[src/verilog/isaPkg.sv]
`default_nettype none

package isaPkg;

    localparam int REG_IDX_WIDTH = 4;
    localparam int STORE_BIT     = 0;    // Bit of the move field that marks a store

    typedef logic [REG_IDX_WIDTH-1:0] regIdx;

    typedef enum logic [1:0] {
        CLASS_IMM    = 2'b00,
        CLASS_REG    = 2'b01,
        CLASS_MEM    = 2'b10,
        CLASS_BRANCH = 2'b11
    } opClass;

    // Second-level codes, flag-setting forms have bit 3 set
    typedef enum logic [3:0] {
        SEC_ADD  = 4'd1,  SEC_SUB  = 4'd2,  SEC_AND = 4'd3, SEC_OR  = 4'd4,
        SEC_XOR  = 4'd5,  SEC_NOT  = 4'd6,
        SEC_ADDS = 4'd9,  SEC_SUBS = 4'd10, SEC_ANDS = 4'd11, SEC_ORS = 4'd12,
        SEC_XORS = 4'd13
    } secondOp;

    typedef enum logic [2:0] {
        MV_MOV = 3'd0, MV_MOVT = 3'd1, MV_CLR = 3'd2,
        MV_SET = 3'd3, MV_LSL  = 3'd4, MV_LSR = 3'd5
    } moveOp;

    typedef enum logic [3:0] {
        COND_EQ = 4'd0, COND_NE, COND_HS, COND_LO, COND_MI, COND_PL, COND_VS,
        COND_VC, COND_HI, COND_LS, COND_GE, COND_LT, COND_GT, COND_LE
    } branchCond;

    typedef struct packed {
        opClass      instrClass;
        logic        special;     // Immediate class only, 1 selects the ALU group
        secondOp     second;
        moveOp       move;
        branchCond   cond;
        logic [15:0] imm;
        regIdx       dest;
        regIdx       srcA;
        regIdx       srcB;
    } instrFields;

endpackage

`default_nettype wire

[src/verilog/execPkg.sv]
`default_nettype none

package execPkg;

    localparam int WORD_WIDTH  = 32;
    localparam int IMM_WIDTH   = 16;
    localparam int SHIFT_WIDTH = $clog2(WORD_WIDTH);

    typedef logic [WORD_WIDTH-1:0] word;

    typedef struct packed {
        logic n;
        logic z;
        logic c;
        logic v;
    } nzcv;

    typedef enum logic [3:0] {
        OP_ADD, OP_SUB, OP_AND, OP_OR, OP_XOR, OP_NOT,
        OP_PASSB, OP_MOVT, OP_SHL, OP_SHR, OP_NONE
    } aluOp;

    typedef enum logic [1:0] {
        KEEP,
        NZ_ONLY,     // Logical ops
        NZCV_ALL     // Add and subtract
    } flagMode;

    typedef struct packed {
        aluOp    op;
        flagMode flagSel;
        logic    useImm;
        logic    zeroImm;     // Zero- rather than sign-extend the immediate
        logic    forceZero;   // CLR
        logic    forceOnes;   // SET
        logic    writeBack;
        logic    memRead;
        logic    memWrite;
        logic    isBranch;
    } execCtrl;

endpackage

`default_nettype wire

[src/verilog/executeDecoder.sv]
`timescale 1ns/100ps
`default_nettype none

module executeDecoder (
    input  isaPkg::instrFields instr,
    output isaPkg::regIdx      readRegDest,
    output isaPkg::regIdx      readRegFirst,
    output isaPkg::regIdx      readRegSec,
    output execPkg::execCtrl   ctrl
);
    import isaPkg::*;
    import execPkg::*;

    // Second-level group shared by register and immediate forms
    function automatic execCtrl decodeSecond(input secondOp code);
        execCtrl c;
        c           = '0;
        c.op        = OP_NONE;
        c.writeBack = 1'b1;
        case (code)
            SEC_ADD, SEC_ADDS: c.op = OP_ADD;
            SEC_SUB, SEC_SUBS: c.op = OP_SUB;
            SEC_AND, SEC_ANDS: c.op = OP_AND;
            SEC_OR, SEC_ORS:   c.op = OP_OR;
            SEC_XOR, SEC_XORS: c.op = OP_XOR;
            SEC_NOT:           c.op = OP_NOT;
            default:           c.writeBack = 1'b0;    // Unused code does nothing
        endcase
        case (code)
            SEC_ADDS, SEC_SUBS:          c.flagSel = NZCV_ALL;
            SEC_ANDS, SEC_ORS, SEC_XORS: c.flagSel = NZ_ONLY;
            default:                     c.flagSel = KEEP;
        endcase
        return c;
    endfunction

    always_comb begin
        ctrl         = '0;
        ctrl.op      = OP_NONE;
        readRegDest  = '0;
        readRegFirst = '0;
        readRegSec   = '0;
        case (instr.instrClass)
            CLASS_REG: begin
                ctrl = decodeSecond(instr.second);
                if (ctrl.writeBack) begin
                    readRegFirst = instr.srcA;
                    if (ctrl.op != OP_NOT)
                        readRegSec = instr.srcB;    // NOT is unary
                end
            end
            CLASS_IMM: begin
                if (instr.special) begin
                    ctrl        = decodeSecond(instr.second);
                    ctrl.useImm = 1'b1;
                    if (ctrl.writeBack)
                        readRegFirst = instr.srcA;
                end else begin
                    ctrl.useImm    = 1'b1;
                    ctrl.writeBack = 1'b1;
                    case (instr.move)
                        MV_MOV: begin
                            ctrl.op      = OP_PASSB;
                            ctrl.zeroImm = 1'b1;
                        end
                        MV_MOVT: begin
                            ctrl.op     = OP_MOVT;
                            readRegDest = instr.dest;    // Low half is kept
                        end
                        MV_CLR: begin
                            ctrl.op        = OP_PASSB;
                            ctrl.forceZero = 1'b1;
                        end
                        MV_SET: begin
                            ctrl.op        = OP_PASSB;
                            ctrl.forceOnes = 1'b1;
                        end
                        MV_LSL: begin
                            ctrl.op      = OP_SHL;
                            readRegFirst = instr.srcA;
                        end
                        MV_LSR: begin
                            ctrl.op      = OP_SHR;
                            readRegFirst = instr.srcA;
                        end
                        default: ctrl.writeBack = 1'b0;
                    endcase
                end
            end
            CLASS_MEM: begin
                readRegFirst = instr.srcA;    // Base address
                if (instr.move[STORE_BIT]) begin
                    ctrl.memWrite = 1'b1;
                    readRegDest   = instr.dest;    // Store data
                end else begin
                    ctrl.memRead = 1'b1;
                end
            end
            CLASS_BRANCH: ctrl.isBranch = 1'b1;
        endcase
    end

endmodule

`default_nettype wire

[src/verilog/integerAlu.sv]
`timescale 1ns/100ps
`default_nettype none

module integerAlu (
    input  execPkg::execCtrl              ctrl,
    input  execPkg::word                  opA,
    input  execPkg::word                  opB,
    input  execPkg::word                  destOld,
    input  logic [execPkg::IMM_WIDTH-1:0] imm,
    output execPkg::word                  result,
    output execPkg::nzcv                  candFlags
);
    import execPkg::*;

    word                 operandB;
    logic [WORD_WIDTH:0] sum;     // Extra bit holds the carry
    logic [WORD_WIDTH:0] diff;    // Extra bit holds the borrow

    // Register, extended immediate, or a forced constant
    always_comb begin
        if (ctrl.forceZero)
            operandB = '0;
        else if (ctrl.forceOnes)
            operandB = '1;
        else if (!ctrl.useImm)
            operandB = opB;
        else if (ctrl.zeroImm)
            operandB = {{(WORD_WIDTH-IMM_WIDTH){1'b0}}, imm};
        else
            operandB = {{(WORD_WIDTH-IMM_WIDTH){imm[IMM_WIDTH-1]}}, imm};
    end

    assign sum  = {1'b0, opA} + {1'b0, operandB};
    assign diff = {1'b0, opA} - {1'b0, operandB};

    always_comb begin
        case (ctrl.op)
            OP_ADD:   result = sum[WORD_WIDTH-1:0];
            OP_SUB:   result = diff[WORD_WIDTH-1:0];
            OP_AND:   result = opA & operandB;
            OP_OR:    result = opA | operandB;
            OP_XOR:   result = opA ^ operandB;
            OP_NOT:   result = ~opA;
            OP_PASSB: result = operandB;
            OP_MOVT:  result = {operandB[IMM_WIDTH-1:0], destOld[WORD_WIDTH-IMM_WIDTH-1:0]};
            OP_SHL:   result = opA << operandB[SHIFT_WIDTH-1:0];
            OP_SHR:   result = opA >> operandB[SHIFT_WIDTH-1:0];
            default:  result = '0;
        endcase
    end

    always_comb begin
        candFlags.n = result[WORD_WIDTH-1];
        candFlags.z = (result == '0);
        candFlags.c = 1'b0;
        candFlags.v = 1'b0;
        if (ctrl.op == OP_ADD) begin
            candFlags.c = sum[WORD_WIDTH];
            candFlags.v = (opA[WORD_WIDTH-1] == operandB[WORD_WIDTH-1]) &&
                          (result[WORD_WIDTH-1] != opA[WORD_WIDTH-1]);
        end else if (ctrl.op == OP_SUB) begin
            candFlags.c = ~diff[WORD_WIDTH];    // Not borrow
            candFlags.v = (opA[WORD_WIDTH-1] != operandB[WORD_WIDTH-1]) &&
                          (result[WORD_WIDTH-1] != opA[WORD_WIDTH-1]);
        end
    end

endmodule

`default_nettype wire

[src/verilog/flagRegister.sv]
`timescale 1ns/100ps
`default_nettype none

module flagRegister (
    input  logic             clk,
    input  logic             rst,
    input  execPkg::flagMode mode,
    input  execPkg::nzcv     candFlags,
    output execPkg::nzcv     flags
);
    import execPkg::*;

    always_ff @(posedge clk or posedge rst) begin
        if (rst) begin
            flags <= '0;
        end else begin
            case (mode)
                NZCV_ALL: flags <= candFlags;
                NZ_ONLY: begin
                    flags.n <= candFlags.n;
                    flags.z <= candFlags.z;
                end
                default: flags <= flags;    // KEEP
            endcase
        end
    end

    // Carry and overflow survive logical ops
    property nzOnlyKeepsCv;
        @(posedge clk) disable iff (rst)
            mode == NZ_ONLY |=> flags.c == $past(flags.c) && flags.v == $past(flags.v);
    endproperty

    assert property (nzOnlyKeepsCv)
        else $error("C or V changed after an NZ_ONLY update");

endmodule

`default_nettype wire

[src/verilog/branchCondition.sv]
`timescale 1ns/100ps
`default_nettype none

module branchCondition (
    input  logic              isBranch,
    input  isaPkg::branchCond cond,
    input  execPkg::nzcv      flags,
    output logic              branchTaken
);
    import isaPkg::*;

    logic holds;    // Condition of the even code in the pair

    always_comb begin
        case (cond)
            COND_EQ, COND_NE: holds = flags.z;
            COND_HS, COND_LO: holds = flags.c;
            COND_MI, COND_PL: holds = flags.n;
            COND_VS, COND_VC: holds = flags.v;
            COND_HI, COND_LS: holds = !flags.z && flags.c;      // Unsigned higher
            COND_GE, COND_LT: holds = flags.n == flags.v;
            COND_GT, COND_LE: holds = !flags.z && (flags.n == flags.v);
            default:          holds = 1'b0;
        endcase
    end

    // Odd codes invert, codes past LE never branch
    assign branchTaken = isBranch && (cond <= COND_LE) && (holds ^ cond[0]);

endmodule

`default_nettype wire

[src/verilog/memoryAccessUnit.sv]
`timescale 1ns/100ps
`default_nettype none

module memoryAccessUnit (
    input  execPkg::execCtrl              ctrl,
    input  execPkg::word                  base,
    input  execPkg::word                  storeData,
    input  execPkg::word                  memoryDataIn,
    input  execPkg::word                  aluResult,
    input  logic [execPkg::IMM_WIDTH-1:0] offset,
    output execPkg::word                  memoryAddress,
    output execPkg::word                  memoryData,
    output execPkg::word                  writeData,
    output logic                          memoryRead,
    output logic                          memoryWrite,
    output logic                          writeToReg
);
    import execPkg::*;

    word offsetExt;
    word effAddr;

    assign offsetExt = {{(WORD_WIDTH-IMM_WIDTH){offset[IMM_WIDTH-1]}}, offset};
    assign effAddr   = base + offsetExt;

    always_comb begin
        memoryRead    = ctrl.memRead;
        memoryWrite   = ctrl.memWrite;
        memoryAddress = (ctrl.memRead || ctrl.memWrite) ? effAddr : '0;
        memoryData    = ctrl.memWrite ? storeData : '0;    // Bus quiet unless storing
        writeData     = ctrl.memRead ? memoryDataIn : aluResult;
        writeToReg    = ctrl.writeBack || ctrl.memRead;
    end

    // A store never writes the register file
    always_comb begin
        assert (!(ctrl.memWrite && (ctrl.writeBack || ctrl.memRead)))
            else $error("store decoded with a register write-back");
    end

endmodule

`default_nettype wire

[src/verilog/executeStage.sv]
`timescale 1ns/100ps
`default_nettype none

module executeStage (
    input  logic               clk,
    input  logic               rst,
    input  isaPkg::instrFields instr,
    input  execPkg::word       readDataDest,
    input  execPkg::word       readDataFirst,
    input  execPkg::word       readDataSec,
    input  execPkg::word       memoryDataIn,
    output isaPkg::regIdx      readRegDest,
    output isaPkg::regIdx      readRegFirst,
    output isaPkg::regIdx      readRegSec,
    output execPkg::word       writeData,
    output logic               writeToReg,
    output logic               branchTaken,
    output execPkg::nzcv       flags,
    output execPkg::word       memoryAddress,
    output execPkg::word       memoryData,
    output logic               memoryRead,
    output logic               memoryWrite
);
    import execPkg::*;

    execCtrl ctrl;
    word     aluResult;
    nzcv     candFlags;

    executeDecoder decoder (
        .instr        (instr),
        .readRegDest  (readRegDest),
        .readRegFirst (readRegFirst),
        .readRegSec   (readRegSec),
        .ctrl         (ctrl)
    );

    integerAlu alu (
        .ctrl      (ctrl),
        .opA       (readDataFirst),
        .opB       (readDataSec),
        .destOld   (readDataDest),    // MOVT keeps its low half
        .imm       (instr.imm),
        .result    (aluResult),
        .candFlags (candFlags)
    );

    flagRegister flagReg (
        .clk       (clk),
        .rst       (rst),
        .mode      (ctrl.flagSel),
        .candFlags (candFlags),
        .flags     (flags)
    );

    // Sees the flags stored by the previous instruction
    branchCondition branchUnit (
        .isBranch    (ctrl.isBranch),
        .cond        (instr.cond),
        .flags       (flags),
        .branchTaken (branchTaken)
    );

    memoryAccessUnit memUnit (
        .ctrl          (ctrl),
        .base          (readDataFirst),
        .storeData     (readDataDest),
        .memoryDataIn  (memoryDataIn),
        .aluResult     (aluResult),
        .offset        (instr.imm),
        .memoryAddress (memoryAddress),
        .memoryData    (memoryData),
        .writeData     (writeData),
        .memoryRead    (memoryRead),
        .memoryWrite   (memoryWrite),
        .writeToReg    (writeToReg)
    );

endmodule

`default_nettype wire

[config.mk]
export PLATFORM = sky130hd
export DESIGN_NAME = executeStage
export DESIGN_NICKNAME = d
export VERILOG_FILES = /design/src/verilog/isaPkg.sv /design/src/verilog/execPkg.sv /design/src/verilog/executeDecoder.sv /design/src/verilog/integerAlu.sv /design/src/verilog/flagRegister.sv /design/src/verilog/branchCondition.sv /design/src/verilog/memoryAccessUnit.sv /design/src/verilog/executeStage.sv
export SDC_FILE = /design/constraint.sdc
export NUM_CORES = 1
export LEC_CHECK = 0
export ABC_AREA = 1
export BUFFER_PORTS_ARGS = -buffer_cell sky130_fd_sc_hd__buf_2
export CELL_PAD_IN_SITES_DETAIL_PLACEMENT = 0
export CELL_PAD_IN_SITES_GLOBAL_PLACEMENT = 2
export CORE_UTILIZATION = 27
export DETAILED_ROUTE_END_ITERATION = 16
export PLACE_DENSITY = 0.88
export SLEW_MARGIN = 10
export SYNTH_ARGS = -nofsm -noshare
export SYNTH_HDL_FRONTEND = slang
export SYNTH_SLANG_ARGS = --single-unit
[constraint.sdc]
create_clock -name clk -period 4.15 [get_ports clk]
set_clock_uncertainty 0.1 [all_clocks]
set_input_delay 0.2075 -clock clk [delete_from_list [all_inputs] [get_ports clk]]
set_output_delay 0.2075 -clock clk [all_outputs]
set_load 0.01 [all_outputs]
# Word level (Yosys, flattened, before mapping)
# Cells that the tools add are included.
[totals]
elab_cells = 140
output_inout_bits = 116
ff_bits = 4
in_bits = 172
[classes]
n_mux = 43
reduce_logical = 33
bitwise = 6
magnitude_cmp = 1
n_eq_ne = 48
shift = 2
add_sub_neg = 3
[ops]
columns = ["cell", "n"]
rows = [
  ["$pmux W32 S10", 1],
  ["$mux W32", 7],
  ["$eq A4 B4 Y1 const B", 13],
  ["$mux W4", 13],
  ["$eq A4 B3 Y1 const B", 11],
  ["$add A32 B32 Y33", 1],
  ["$sub A32 B32 Y33", 1],
  ["$add A32 B32 Y32", 1],
  ["$and A32 B32 Y32", 1],
  ["$logic_not A32 Y1", 1],
  ["$not A32 Y32", 1],
  ["$or A32 B32 Y32", 1],
  ["$shl A32 B5 Y32", 1],
  ["$shr A32 B5 Y32", 1],
  ["$xor A32 B32 Y32", 1],
  ["$reduce_or A2 Y1", 15],
  ["$eq A4 B2 Y1 const B", 6],
  ["$pmux W4 S6", 1],
  ["$pmux W11 S2", 1],
  ["$pmux W4 S4", 1],
  ["$eq A4 B1 Y1 const B", 3],
  ["$pmux W4 S3", 1],
  ["$mux W1", 11],
  ["$reduce_or A11 Y1", 1],
  ["other kinds (23)", 41],
]

# Logic depth before layout (Yosys ltp)
[logic_depth]
ltp_word = 17
mapped_depth = 30
mapped_depth_nobuf = 28

# By module
# Synthesis repeated with hierarchy kept, for this count alone.
[unflattened]
cells_unflattened = 3019
area_unflattened_um2 = 14739.1
[by_module_without_submodules]
columns = ["module", "instances", "area_each_um2", "seq_area_each_um2", "cells_each"]
rows = [
  ["integerAlu", 1, 10657.7, 0.0, 2148],
  ["memoryAccessUnit", 1, 3278.1, 0.0, 720],
  ["executeDecoder", 1, 493.0, 0.0, 99],
  ["flagRegister", 1, 172.7, 100.1, 21],
  ["branchCondition", 1, 137.6, 0.0, 31],
]

# Worst setup path before layout
# OpenSTA, ideal clock, no wires.
[synth_timing]
kind = "input to register"
from = "input port instr[40] (netlist bit)"
to = "register, netlist name flagReg.flags[2]"
t_arrival_ns = 3.483
path_slack_ns = 0.502
setup_time_ns = 0.065
required_time_ns = 3.985
stages = 23
path_buffers = 3
path_cell_list = "nor2_4 > buf_6 > nand3_1 > o311ai_1 > clkbuf_1 > a31oi_1 > inv_1 > ha_1 > clkbuf_1 > inv_1 > a21oi_1 > o21a_1 > a21boi_0 > o21ai_0 > a21oi_1 > nand3_1 > nand3_1 > nand3_1 > nor2_1 > nand2_1 > nor2_1 > nand3_1 > nand2_1"
[synth_via]
elab_chain_len = 9
elab_cells_between_ends = 29
cone_classes = "add/sub: 2; eq/ne: 12; shift: 2; mux: 6; bitwise: 3; reduce/logical: 4"
[synth_rtl]
columns = ["item", "line", "source"]
rows = [
  ["start: declaration", "executeStage.sv:7", "input isaPkg::instrFields instr,"],
  ["$eq A2 B1 Y1 or $logic_not A2 Y1 (tied branches)", "executeDecoder.sv:43", "case (instr.instrClass)"],
  ["$pmux W11 S2 (*)", "executeDecoder.sv:43", ""],
  ["$mux W32", "integerAlu.sv:27", "else if (ctrl.zeroImm)"],
  ["$mux W32", "integerAlu.sv:25", "else if (!ctrl.useImm)"],
  ["$mux W32", "integerAlu.sv:23", "else if (ctrl.forceOnes)"],
  ["$mux W32", "integerAlu.sv:21", "if (ctrl.forceZero)"],
  ["$sub A32 B32 Y33, or another cell as far along", "integerAlu.sv:34", "assign diff = {1'b0, opA} - {1'b0, operandB};"],
  ["$pmux W32 S10", "integerAlu.sv:37", "case (ctrl.op)"],
  ["$logic_not A32 Y1", "integerAlu.sv:54", "candFlags.z = (result == '0);"],
]
# Every way passes the cells marked *; elsewhere a longest branch is shown, timed or not.
# A chain may end at the register's enable or synchronous reset.

# Final worst setup path
[layout_timing]
from = "input port instr[40] (netlist bit)"
to = "output port writeData[24]"
[layout_via]
elab_chain_len = 9
elab_cells_between_ends = 28
cone_classes = "add/sub: 2; eq/ne: 11; shift: 2; mux: 8; bitwise: 3; reduce/logical: 2"
[layout_rtl]
columns = ["item", "line", "source"]
rows = [
  ["$eq A2 B1 Y1 or $logic_not A2 Y1 (tied branches)", "executeDecoder.sv:43", ""],
  ["$pmux W11 S2", "executeDecoder.sv:43", ""],
  ["$mux W32", "integerAlu.sv:27", ""],
  ["$mux W32", "integerAlu.sv:25", ""],
  ["$mux W32", "integerAlu.sv:23", ""],
  ["$mux W32", "integerAlu.sv:21", ""],
  ["$sub A32 B32 Y33, or another cell as far along", "integerAlu.sv:34", ""],
  ["$pmux W32 S10", "integerAlu.sv:37", ""],
  ["$mux W32 (*)", "memoryAccessUnit.sv:31", "writeData = ctrl.memRead ? memoryDataIn : aluResult;"],
  ["end: declaration", "executeStage.sv:15", "output execPkg::word writeData,"],
]
# Marks and branches as above.

==> results.md <==
* P_sw at 2270 uW
* Synth area leader: nand2_1
* Final Total Pwr at 3600 uW
* Most flops, register: flagReg.flags
* Die Y at 226 um
* Final Hold Fails at 0
* Post-synthesis cell area at 13500 um^2
* # rows at 81
* VDD IR max at 97.7 uV
* Initial antenna violation count at 2
* Worst setup margin at 0.0589 ns
* Via count at 21439
* Initial drt markers at 2154
* CTS buffer count at 3
* Worst Path Max Fanout at 12
* CTS clk-pin slew, worst paths at 0.05 ns
* Max H-tree Level at 1
* Fmax at 0.244 GHz
* GR Layer Usage met1 at 49.1%
* Top-count cell post-synth: nand2_1
* Met3 global-route usage at 3.58%
* Power Dens Cells at 198 nW/um^2
* Die X at 226 um
* Via density at 5.50
* Clock tree buffer depth at 2
* Detailed-placement wirelength estimate at 87.4 mm
* Commonest cells in the netlist: nand2_1 (679), nand3_1 (488), inv_1 (343)
* DR pass1 iterations at 6
* Ys Warns at 0
* Top Ports at 288
* Setup TNS at 0 ns
* Synth top area cells: nand2_1 (19%), nand3_1 (18%), ha_1 (12%), inv_1 (9.5%), nor2_1 (9.1%)
* Finished Layout Cells at 3896
* Seq/Total Area, Yosys at 0.739%
* Async SR Flop Fraction at 100%
* Worst slew margin at 52.8%
* Final setup viols at 0
* Inserted Diodes at 0
* Crit path required time at 3.84 ns
* CTS Sinks at 4
* Sw Ratio at 63.1%
* Placed cell area at 17900 um^2
* CP Launch Type: input port
* Critical Path End Type: output pin
* Outcome: finished, final reports clean
* RR Startpoint: flagReg.flags[2]
* Initial Utilization at 27.5%
* Min-Delay Path Class: in -> async
* Clock power frac at 4.9%
* Mapped Cells at 2712
* Gate power share at 93.5%
* FF+latch area at 100 um^2
* GRT overflow at 0
* CTS tree: built
* Busiest grt layer: met2
* Worst EP arrival at 3.78 ns
* Crit Path Class: in -> out
* Max-capacitance violation count at 0
* Drt drc at 0
* Number of flip-flops under the largest register name at 4
* Synth unique cells at 52
* Max Slew Vio Count at 0
* Worst-Margin Slew at 0.708 ns
* Net Count, Synth at 3018
* Nets at 3540
* Avg Inst Size Synth at 4.99 um^2
* Multi-input gate area at 11800 um^2
* Worst setup path start: instr[40]
* P&R area growth vs syn at 34.6%
* Biggest regs: flagReg.flags x4
* Period utilization at 98.6%
* PortBufs at 287
* Post-synth top area share at 18.8%
* Internal at 1330 uW
* Dpl cells at 3888
* Most used DFF post-synth: dfrtp_1
* Detailed-route wire length at 101 mm
* EDFF count, synth at 0
* Layout cells sized above 1 at 23.0%
* Worst skew pair latency at 0.23 ns
* First-pass GRT wire length at 141 mm
* Antenna Violating Nets Remaining at 0
* Placer congestion estimate at 1.10
* CTS root buffer: clkbuf_16
* Pre-CTS setup slack at -0.314 ns
* GR Util met2 at 64.5%
* CORE AREA at 49300 um^2
* Fill cells at 5865
* Design Area, Final at 18200 um^2
* Vias in the first global route at 20234
* All-Layer GR Usage at 38.6%
* #FFs+latches synth at 4
* Largest net degree at the start of global routing at 64
* Unrepaired setup endpoints after global routing: true
* Final worst path period need at 4.09 ns
* Die footprint at 51100 um^2
* Flop pwr share at 1.6%
* Leakage power total at 0.0100 uW
* Drt wl/cell at 26.0 um
==> area by class of cell <==
type,count,share of cell area (%)
Inverter,367,7.55
Clock buffer,3,0.412
Tap cell,664,4.56
Timing Repair Buffer,624,22.5
Sequential cell,4,0.549
Multi-Input combinational cell,2234,64.5
==> layer usage <==
layer | vias to the layer above | share of wire, %
met1 | 10177 | 42
li1 | 10046 | -
met5 | - | 0.026
met4 | 4 | 5.8
met3 | 212 | 6.0
met2 | 1000 | 46
==> final timing paths <==
path	slack, ns	endpoint	cells after the start
min in group clk	0.46	flagReg.flags[0]	5
worst max register to register	3.25	flagReg.flags[2]	2
worst min-delay path	0.39	flagReg.flags[1]	3
worst max-delay path	0.06	writeData[24]	21
worst min register to register	0.48	flagReg.flags[3]	2
max in group asynchronous	3.29	flagReg.flags[0]	3
==> power groups by stage <==
| stage | sequential (uW) | clock [uW] | combinational [uW] |
|---|---|---|---|
| floorplan | 55.8 | 0 | 1650 |
| global placement | 56.5 | 0 | 3230 |
| detailed placement | 56.6 | 0 | 3220 |
| CTS | 56.1 | 180 | 3240 |
| global route | 56.4 | 177 | 3590 |
| finish | 56.6 | 176 | 3370 |
==> cells in the final DEF (no fill, tap or decap), types with 6 or more instances in the layout <==
cell type	instances
ha_2	8
inv_1	341
a211oi_1	7
nand2_1	674
o21ai_0	120
o21ai_1	27
a31oi_2	6
buf_2	287
nor2_1	317
a21oi_2	7
o22ai_1	30
nor3_1	28
nand3b_1	7
a21oi_1	179
a21boi_0	6
ha_1	122
nand2_2	24
nor2_4	10
o21a_1	14
buf_12	10
o211ai_1	19
nand3_1	488
nor2_2	16
a31oi_1	21
inv_2	23
nand4_1	40
o221ai_1	7
buf_4	325
==> through the flow <==
stage / hold WS, ns / util [%]
2_1_floorplan: -0.126 / -
3_3_place_gp: 0.0970 / 36.3
3_5_place_dp: 0.101 / 36.3
4_1_cts: 0.388 / 36.6
5_1_grt: 0.405 / 37.0
6_report: 0.394 / 37.0
==> critical path: stages <==
cell     delay [ns]
buf_2          0.13
inv_1          0.09
nand2_2        0.08
nor2_4         0.19
nand2_8        0.09
buf_4          0.21
a21oi_1        0.21
inv_1          0.12
ha_2           0.42
inv_1          0.13
a21oi_1        0.30
o21ai_0        0.22
a21oi_2        0.26
inv_1          0.09
a21oi_1        0.30
nand2_1        0.14
nand2_1        0.09
nand3_1        0.13
buf_4          0.17
nand4_1        0.07
buf_2          0.13
==> cells by family after synthesis <==
kind of cell,count (synthesis),synth area share [%]
AND/OR/NAND/NOR,1618,52.2
buffers and inverters,475,14.4
AO/OA/AOI/OAI,472,19.6
adder cells (fa/ha/maj),134,12.4
XOR/XNOR,7,0.453
flip-flops,4,0.739
multiplexers,2,0.148
==> repair_timing <==
item,in CTS,in global routing
gates cloned,0,1
gates resized for setup,11,60
setup buffers,0,3
hold buffers,1,0
endpoints found under the hold margin,4,0
pin swaps,0,6
setup endpoints to repair,8,21
Power figures use the tool's default switching activity.
